[config.mk]
export PLATFORM = sky130hd
export DESIGN_NAME = fetcher
export DESIGN_NICKNAME = d
export VERILOG_FILES = /design/src/common/gpu_types_pkg.sv /design/src/common/gpu_ctrl_pkg.sv /design/src/fetcher/warp_arbiter.sv /design/src/fetcher/fetcher.sv
export VERILOG_INCLUDE_DIRS = /design/src /design/src/common
export SDC_FILE = /design/constraint.sdc
export NUM_CORES = 1
export LEC_CHECK = 0
export BUFFER_PORTS_ARGS = -buffer_cell sky130_fd_sc_hd__buf_4
export CORE_ASPECT_RATIO = 0.9
export CORE_MARGIN = 5
export CORE_UTILIZATION = 34
export CTS_CLUSTER_SIZE = 30
export DETAILED_ROUTE_END_ITERATION = 16
export PLACE_DENSITY = 0.53
export SLEW_MARGIN = 5
export SYNTH_ARGS = -nofsm -noshare
export SYNTH_HDL_FRONTEND = slang
export SYNTH_SLANG_ARGS = --single-unit
[constraint.sdc]
create_clock -name clk_i -period 5.6 [get_ports clk_i]
set_input_delay 1.12 -clock clk_i [delete_from_list [all_inputs] [get_ports clk_i]]
set_output_delay 1.12 -clock clk_i [all_outputs]
set_load 0.05 [all_outputs]
[src/common/gpu_defines.svh]
// Size macros shared by the compute unit front end
// Include wherever a warp count, width or memory depth is needed

`ifndef GPU_DEFINES_SVH
`define GPU_DEFINES_SVH

// Warps sharing the single fetch path
`define GPU_NUM_WARPS 8

// Program counter width in bits
`define GPU_PC_WIDTH 16

// Threads per warp, also the active mask width
`define GPU_WARP_WIDTH 4

// Encoded instruction width in bits
`define GPU_INST_WIDTH 32

// Instruction memory words, indexed by the low pc bits
`define GPU_IMEM_DEPTH 256

`endif

[src/common/gpu_types_pkg.sv]
// Data path types of the instruction front end
// Holds the basic words and the payloads of both pipeline links

`default_nettype none

`include "gpu_defines.svh"

package gpu_types_pkg;

    // ##################################################
    // Basic words
    // ##################################################

    // Warp index
    typedef logic [$clog2(`GPU_NUM_WARPS)-1:0] wid_t;

    // Program counter in instruction words
    typedef logic [`GPU_PC_WIDTH-1:0] pc_t;

    // One bit per thread of a warp
    typedef logic [`GPU_WARP_WIDTH-1:0] act_mask_t;

    // Raw instruction word, not decoded here
    typedef logic [`GPU_INST_WIDTH-1:0] enc_inst_t;

    // ##################################################
    // Stage payloads
    // ##################################################

    // Fetch request from fetcher to cache
    typedef struct packed {
        pc_t       pc;
        act_mask_t act_mask;
        wid_t      warp_id;
    } fe_to_ic_t;

    // Decoder payload, the request plus the fetched word
    typedef struct packed {
        pc_t       pc;
        act_mask_t act_mask;
        wid_t      warp_id;
        enc_inst_t inst;
    } ic_to_dec_t;

endpackage

`default_nettype wire

[src/common/gpu_ctrl_pkg.sv]
// Control types of the instruction front end
// Warp state encoding plus the launch and memory write commands

`default_nettype none

`include "gpu_defines.svh"

package gpu_ctrl_pkg;

    // Per-warp fetch state
    typedef enum logic [1:0] {
        WARP_IDLE  = 2'd0, // Not launched yet
        WARP_READY = 2'd1, // Allowed to fetch
        WARP_WAIT  = 2'd2  // One instruction in flight
    } warp_state_e;

    // Start of a warp
    typedef struct packed {
        gpu_types_pkg::wid_t      warp_id;
        gpu_types_pkg::pc_t       pc;
        gpu_types_pkg::act_mask_t act_mask;
    } launch_req_t;

    // Word address into instruction memory
    typedef logic [$clog2(`GPU_IMEM_DEPTH)-1:0] imem_addr_t;

    // Program load into instruction memory
    typedef struct packed {
        imem_addr_t               addr;
        gpu_types_pkg::enc_inst_t data;
    } imem_write_t;

endpackage

`default_nettype wire

[src/fetcher/warp_arbiter.sv]
// Round-robin grant among warps that may fetch
// A shown grant stays fixed until the fetch path accepts it

`timescale 1ns/100ps
`default_nettype none

`include "gpu_defines.svh"

module warp_arbiter (
    input  wire logic                 clk_i,
    input  wire logic                 rst_n_i,

    input  wire logic [`GPU_NUM_WARPS-1:0] req_i,
    input  wire logic                 accept_i,

    output logic                      gnt_valid_o,
    output gpu_types_pkg::wid_t       gnt_id_o
);

    import gpu_types_pkg::*;

    // Warp with highest priority in the next search
    wid_t prio_q;

    // Held grant while the fetch path stalls
    logic lock_q;
    wid_t lock_id_q;

    // Search result
    logic found;
    wid_t found_id;
    wid_t search_idx;

    // ##################################################
    // First request at or after the pointer
    // ##################################################

    always_comb begin
        found      = 1'b0;
        found_id   = prio_q;
        search_idx = prio_q;
        for (int i = 0; i < `GPU_NUM_WARPS; i++) begin
            // Index wraps with the warp id width
            search_idx = prio_q + wid_t'(i);
            if (!found && req_i[search_idx]) begin
                found    = 1'b1;
                found_id = search_idx;
            end
        end
    end

    // Locked grant wins over a new search
    assign gnt_valid_o = lock_q | found;
    assign gnt_id_o    = lock_q ? lock_id_q : found_id;

    // ##################################################
    // Pointer and lock
    // ##################################################

    always_ff @(posedge clk_i or negedge rst_n_i) begin
        if (!rst_n_i) begin
            prio_q    <= '0;
            lock_q    <= 1'b0;
            lock_id_q <= '0;
        end else if (gnt_valid_o && accept_i) begin
            // Next search starts after the winner
            prio_q <= gnt_id_o + wid_t'(1);
            lock_q <= 1'b0;
        end else if (gnt_valid_o) begin
            lock_q    <= 1'b1;
            lock_id_q <= gnt_id_o;
        end
    end

endmodule

`default_nettype wire

[src/fetcher/fetcher.sv]
// Warp table and fetch request issue for one compute unit
// Each warp keeps a state, pc and mask, and issues one fetch at a time

`timescale 1ns/100ps
`default_nettype none

`include "gpu_defines.svh"

module fetcher (
    input  wire logic                        clk_i,
    input  wire logic                        rst_n_i,

    // Warp launch
    input  wire logic                        launch_i,
    input  wire gpu_ctrl_pkg::launch_req_t   launch_req_i,

    // Instruction buffer space per warp
    input  wire logic [`GPU_NUM_WARPS-1:0]   ib_space_available_i,

    // Fetch request stream
    output logic                             fe_valid_o,
    input  wire logic                        fe_ready_i,
    output gpu_types_pkg::fe_to_ic_t         fe_req_o,

    // Decoder feedback
    input  wire logic                        dec_decoded_i,
    input  wire gpu_types_pkg::wid_t         dec_decoded_warp_id_i
);

    import gpu_types_pkg::*;
    import gpu_ctrl_pkg::*;

    // ##################################################
    // Warp table
    // ##################################################

    warp_state_e warp_state_q [`GPU_NUM_WARPS];
    pc_t         pc_q         [`GPU_NUM_WARPS];
    act_mask_t   act_mask_q   [`GPU_NUM_WARPS];

    // Arbiter side
    logic [`GPU_NUM_WARPS-1:0] fetch_req;
    logic                      gnt_valid;
    wid_t                      gnt_id;
    logic                      fetch_accept;

    // Ready warps with room in their buffer
    always_comb begin
        for (int w = 0; w < `GPU_NUM_WARPS; w++) begin
            fetch_req[w] = (warp_state_q[w] == WARP_READY) && ib_space_available_i[w];
        end
    end

    // ##################################################
    // Warp selection
    // ##################################################

    warp_arbiter i_warp_arbiter (
        .clk_i      ( clk_i        ),
        .rst_n_i    ( rst_n_i      ),
        .req_i      ( fetch_req    ),
        .accept_i   ( fetch_accept ),
        .gnt_valid_o( gnt_valid    ),
        .gnt_id_o   ( gnt_id       )
    );

    // Request built from the granted entry
    assign fe_valid_o        = gnt_valid;
    assign fe_req_o.pc       = pc_q[gnt_id];
    assign fe_req_o.act_mask = act_mask_q[gnt_id];
    assign fe_req_o.warp_id  = gnt_id;

    assign fetch_accept = fe_valid_o & fe_ready_i;

    // ##################################################
    // State update
    // ##################################################

    // Launch overwrites any state, then issue or decode feedback
    always_ff @(posedge clk_i or negedge rst_n_i) begin
        if (!rst_n_i) begin
            for (int w = 0; w < `GPU_NUM_WARPS; w++) begin
                warp_state_q[w] <= WARP_IDLE;
            end
        end else begin
            for (int w = 0; w < `GPU_NUM_WARPS; w++) begin
                if (launch_i && (launch_req_i.warp_id == wid_t'(w))) begin
                    warp_state_q[w] <= WARP_READY;
                end else if (fetch_accept && (gnt_id == wid_t'(w))) begin
                    // Only one instruction in flight per warp
                    warp_state_q[w] <= WARP_WAIT;
                end else if (dec_decoded_i && (dec_decoded_warp_id_i == wid_t'(w))
                             && (warp_state_q[w] == WARP_WAIT)) begin
                    warp_state_q[w] <= WARP_READY;
                end
            end
        end
    end

    // Pc and mask, only meaningful once launched
    always_ff @(posedge clk_i) begin
        for (int w = 0; w < `GPU_NUM_WARPS; w++) begin
            if (launch_i && (launch_req_i.warp_id == wid_t'(w))) begin
                pc_q[w]       <= launch_req_i.pc;
                act_mask_q[w] <= launch_req_i.act_mask;
            end else if (fetch_accept && (gnt_id == wid_t'(w))) begin
                // No branches, step to the next word
                pc_q[w] <= pc_q[w] + pc_t'(1);
            end
        end
    end

endmodule

`default_nettype wire

After elaboration in Yosys (flattened, before gate mapping) --
Memories as Yosys holds them, arrays and structs flattened. Index checks and enable logic that the tools add are counted.
Cells by class: bitwise logic cells 11, multiplexer cells 127, reduce and logical (&&, ||, !) cells 75, add/sub/neg operators 16, equality and inequality tests 37, order comparisons 8
Operators by type and width (number):
- 16-bit by 1-bit adder with 16-bit output (second input constant) | 8
- 16-bit two-way mux | 8
- 1-bit two-way mux | 65
- 1-bit logical AND | 48
- 2-bit two-way mux | 24
- 3-bit two-way mux | 15
- 3-bit equality test (second input constant) | 12
- 3-bit by 4-bit < comparator with 1-bit output (second input constant) | 8
- 4-bit two-way mux | 7
- 4-bit OR reduction | 7
- 1-bit binary-select mux with 3-bit select | 8
- 3-bit nonzero test | 8
- 3-bit by 2-bit equality test with 1-bit output (second input constant) | 6
- 2-bit by 1-bit equality test with 1-bit output (second input constant) | 8
- 2-bit equality test (second input constant) | 8
- 3-bit adder (second input constant) | 4
- 3-bit by 1-bit equality test with 1-bit output (second input constant) | 3
- 3-bit zero test | 3
- 1-bit bitwise OR | 9
- 1-bit zero test | 7
- 3-bit by 1-bit adder with 3-bit output (second input constant) | 2
- 3-bit by 2-bit adder with 3-bit output (second input constant) | 2
- 2-bit AND reduction | 1
- 2-bit nonzero test | 1
- other kinds (2) | 2
Storage, ports and cells: memories 2, logic and storage cells 287, RAM bits 160, input port bits 39, register bits after elaboration 23, output and inout port bits 24
Memories:
- pc_q | depth 8, bits a word 16, read ports 9, clocked after Yosys merged registers in 0, wr ports 8, line fetcher.sv:38 | pc_t pc_q [`GPU_NUM_WARPS];
- act_mask_q | depth 8, bits a word 4, read ports 1, clocked after Yosys merged registers in 0, wr ports 1, line fetcher.sv:39 | act_mask_t act_mask_q [`GPU_NUM_WARPS];

Depth between registers and ports, before layout --
depth after elaboration 33, mapped depth 21, gate-level depth less buffers 15

Hierarchy --
A second synthesis with hierarchy kept.
Second synthesis, totals: cells, all modules 1132, area total of the unflattened synthesis 11991.5 sq um
By module, submodules not included:
- fetcher | area an instance 10606.4 sq um, sequential area each 5205.0 sq um, cells each 981, instances 1
- warp_arbiter | area an instance 1385.1 sq um, sequential area each 175.2 sq um, cells each 151, instances 1

Worst setup path before layout --
OpenSTA, ideal clock, no wires.
kind register -> output, start point register i_warp_arbiter.prio_q[0], end point output fe_req_o[16] (netlist name), data arrival time 5.628 ns, required time 4.480 ns, setup slack -1.148 ns, buffers on the path 6, stages on the path, launching flop included 20, cell sequence dfrtp_1 > buf_2 > inv_1 > buf_2 > buf_1 > ha_1 > inv_2 > mux2_2 > mux4_2 > a32o_1 > nand2_1 > o21ai_0 > o31ai_1 > a22oi_2 > inv_1 > buf_4 > buf_4 > buf_2 > nor3_1 > a211oi_1
RTL lines:
- start, declared | line warp_arbiter.sv:23 | wid_t prio_q;
- start signal, assigned | line warp_arbiter.sv:67 | prio_q <= gnt_id_o + wid_t'(1);
- end, declared | line fetcher.sv:23 | output gpu_types_pkg::fe_to_ic_t fe_req_o,

==> out/qor.csv <==
metric,value,unit
die_y,201,um
async_flop_share,12.6,%
gp_congestion,0.892,
rows,69,
cp-start-kind,primary input,
finalCriticalPeriod,5.49,ns
tritoncts,yes,
maxCapViolations,0,
required,4.48,ns
fmax,182,MHz
antenna_found_initial,2,
rsz0062_at_grt,true,
path_max_fanout,6,
hp-start,warp_state_q[13]$_DFFE_PN0P_,
yosys.area.top_type_share,35.0,%
core_area,39700,sq um
ctsHoldBuffers,0,
drc,0,
syn_to_final_growth,22.4,%
dpl.hpwl,31800,um
r2r_start,i_warp_arbiter.prio_q[1]$_DFFE_PN0N_,
die_w,222,um
synth_edf_count,160,
start_util,34.5,%
synth_nets,1426,
routed_wl,45000,um
max-slew-margin-rel,31.4,%
viasPerCell,5.91,
grt_max_degree,50,
drtIter0Drc,967,
clk_pin_slew,0.06,ns
post_drt_wl_per_cell,22.2,um
ant_nets,0,
post-route-period-util,98.0,%
path_buf_inv,3,
vias,12000,
ys_warn_count,0,
slew_viol_final,0,
drtPass1Iterations,7,
synth_seq_cells,183,
clock_latency,0.45,ns
synth_area,13700,sq um
boundaryPins,63,
yosysTopAreaCell,edfxtp_1,
path_cells,buf_4 -> nand3b_1 -> mux2_2 -> mux4_2 -> and2_0 -> a221o_2 -> a21oi_4 -> o21bai_4 -> a221oi_2 -> buf_4 -> mux2_2 -> a211oi_4 -> buf_6,
cpPeakStageDelay,0.51,ns
clock-skew-final,0.0170,ns
seq_area_frac_synth,39.2,%
grt_pass1_vias,11300,
syn_avg_cell_area,9.96,sq um
yosysUniqueCellTypes,72,
die-area,44400,sq um
synth_area_leaders,"edfxtp_1, mux2_2, nand2_1, a22oi_1, xnor2_1",
numCtsBuffers,17,
ys.flop_type,edfxtp_1,
layout-drive-gt1-share,29.6,%
tightest_slew,1.03,ns
clockRootBuffer,clkbuf_16,
finalSetupTns,0,ns
io_buffers,62,
critPathTopFamily,compound AO/OA/AOI/OAI gates,
crit_arrival,4.37,ns
min_path_type,flop to flop,
n_fill_cell,3890,
cp-end-kind,primary output,
cts_sinks,183,
status,completed,
setup_viol,0,
grt_pass1_wl,67900,um
n_antenna_cell,0,
max-clock-path-buffers,2,
grt_use_total,19.2,%
cpMaxStageDelayCell,mux4_2,
hold_viol_final,0,
worstSetupPathType,primary input to primary output,
final_nets,1532,
htreeDepth,4,
critPathLaunch,ib_space_available_i[4],
synthCells,1376,
grt.overflow.total,0,
-- synthesized netlist by cell type (37+ instances only) --
library cell	count
a221o_1	37
a221oi_1	41
a22oi_1	81
clkbuf_1	73
edfxtp_1	160
mux2_2	120
nand2_1	173
nand3_1	73
nor2_1	42
nor3_1	43
o21ai_0	108
xnor2_1	69
xor2_1	45
-- cell type report --
class                   instances  area (sq um)  share of cell area (%)
well taps                     532           666                    3.97
repair buffers                190          1760                    10.5
inverters                      20          82.6                   0.492
clock buffers                  19           433                    2.58
clock inverters                13           123                   0.731
flip-flops and latches        183          5380                    32.1
multi-input cells            1070          8330                    49.7
-- placed cells by master, fill, tap and decap left out, types with 10 or more instances in the layout --
master,instances
o21ai_0,103
nand2_1,173
buf_12,17
nor2_1,39
nand3_1,73
xnor2_1,68
ha_1,10
mux2_1,13
and3_1,34
buf_4,149
mux2_2,118
clkbuf_16,19
mux4_2,15
a221oi_1,35
a22oi_1,80
nor3_1,26
dfrtp_1,22
nand3b_1,10
o21a_1,11
edfxtp_1,160
nor3_2,17
a211oi_4,20
mux2i_1,14
buf_6,21
xor2_1,44
a31oi_1,11
a21oi_1,10
a221o_1,36
inv_1,15
-- metrics by stage --
stage / std cells / util [%] / worst slack [ns] / hold slack [ns] / cell area, sq um
6_report: 2027 / 42.3 / 0.112 / 0.538 / 16800
3_3_place_gp: 1980 / 39.7 / 0.000111 / 0.519 / 15800
3_5_place_dp: 1980 / 39.7 / -0.0173 / 0.523 / 15800
5_1_grt: 2027 / 42.3 / -0.0270 / 0.560 / 16800
2_1_floorplan: 1376 / - / 0.00586 / 0.462 / 14000
4_1_cts: 2013 / 41.4 / 0.0442 / 0.537 / 16400
-- path summary, 6_finish.rpt --
kind                                                              to  slack (ns)  cells past startpoint
min in group asynchronous                warp_state_q[7]$_DFFE_PN0P_        0.56                      1
worst max register to register                  pc_q[1][6]$_DFFE_PP_        1.02                     18
worst min register to register          warp_state_q[13]$_DFFE_PN0P_        0.54                      1
worst min-delay path                    warp_state_q[13]$_DFFE_PN0P_        0.54                      1
max in group asynchronous       i_warp_arbiter.prio_q[0]$_DFFE_PN0N_        4.78                      1
worst max-delay path                                    fe_req_o[22]        0.11                     13
-- per-layer routing --
metal	global-route usage (%)	vias to the layer above	routed length, um	part of all wire [%]
li1	-	5499	-	-
met5	0	-	8	0.018
met3	3.28	41	2720	6.1
met2	30.1	397	20500	46
met1	28.2	6046	21200	47
met4	3.87	2	561	1.2
-- what timing repair did --
action	CTS	global route
endpoints found under the setup margin	20	20
setup buffers	1	12
resized for setup	25	47
pin swaps	1	3
cloned	0	2
-- registers in the layout, summed over array words and instances (netlist names) --
name                      flops
act_mask_q                   32
i_warp_arbiter.lock_q         1
i_warp_arbiter.lock_id_q      3
i_warp_arbiter.prio_q         3
pc_q                        128
warp_state_q                 16
-- logic make-up (layout without fill, tap and decap cells) --
group,count (synthesis),count (layout),share of synthesized area [%]
flip-flops,183,183,39.2
buffers and inverters,123,242,3.73
AO/OA/AOI/OAI,363,363,19.2
AND/OR/NAND/NOR,419,419,15.0
XOR/XNOR,115,115,7.40
multiplexers,162,162,14.4
adder cells (fa/ha/maj),11,11,1.00
Power is left out: the tool's default activity adds up to more than one toggle a clock period on the data nets, which glitch-free logic cannot reach.
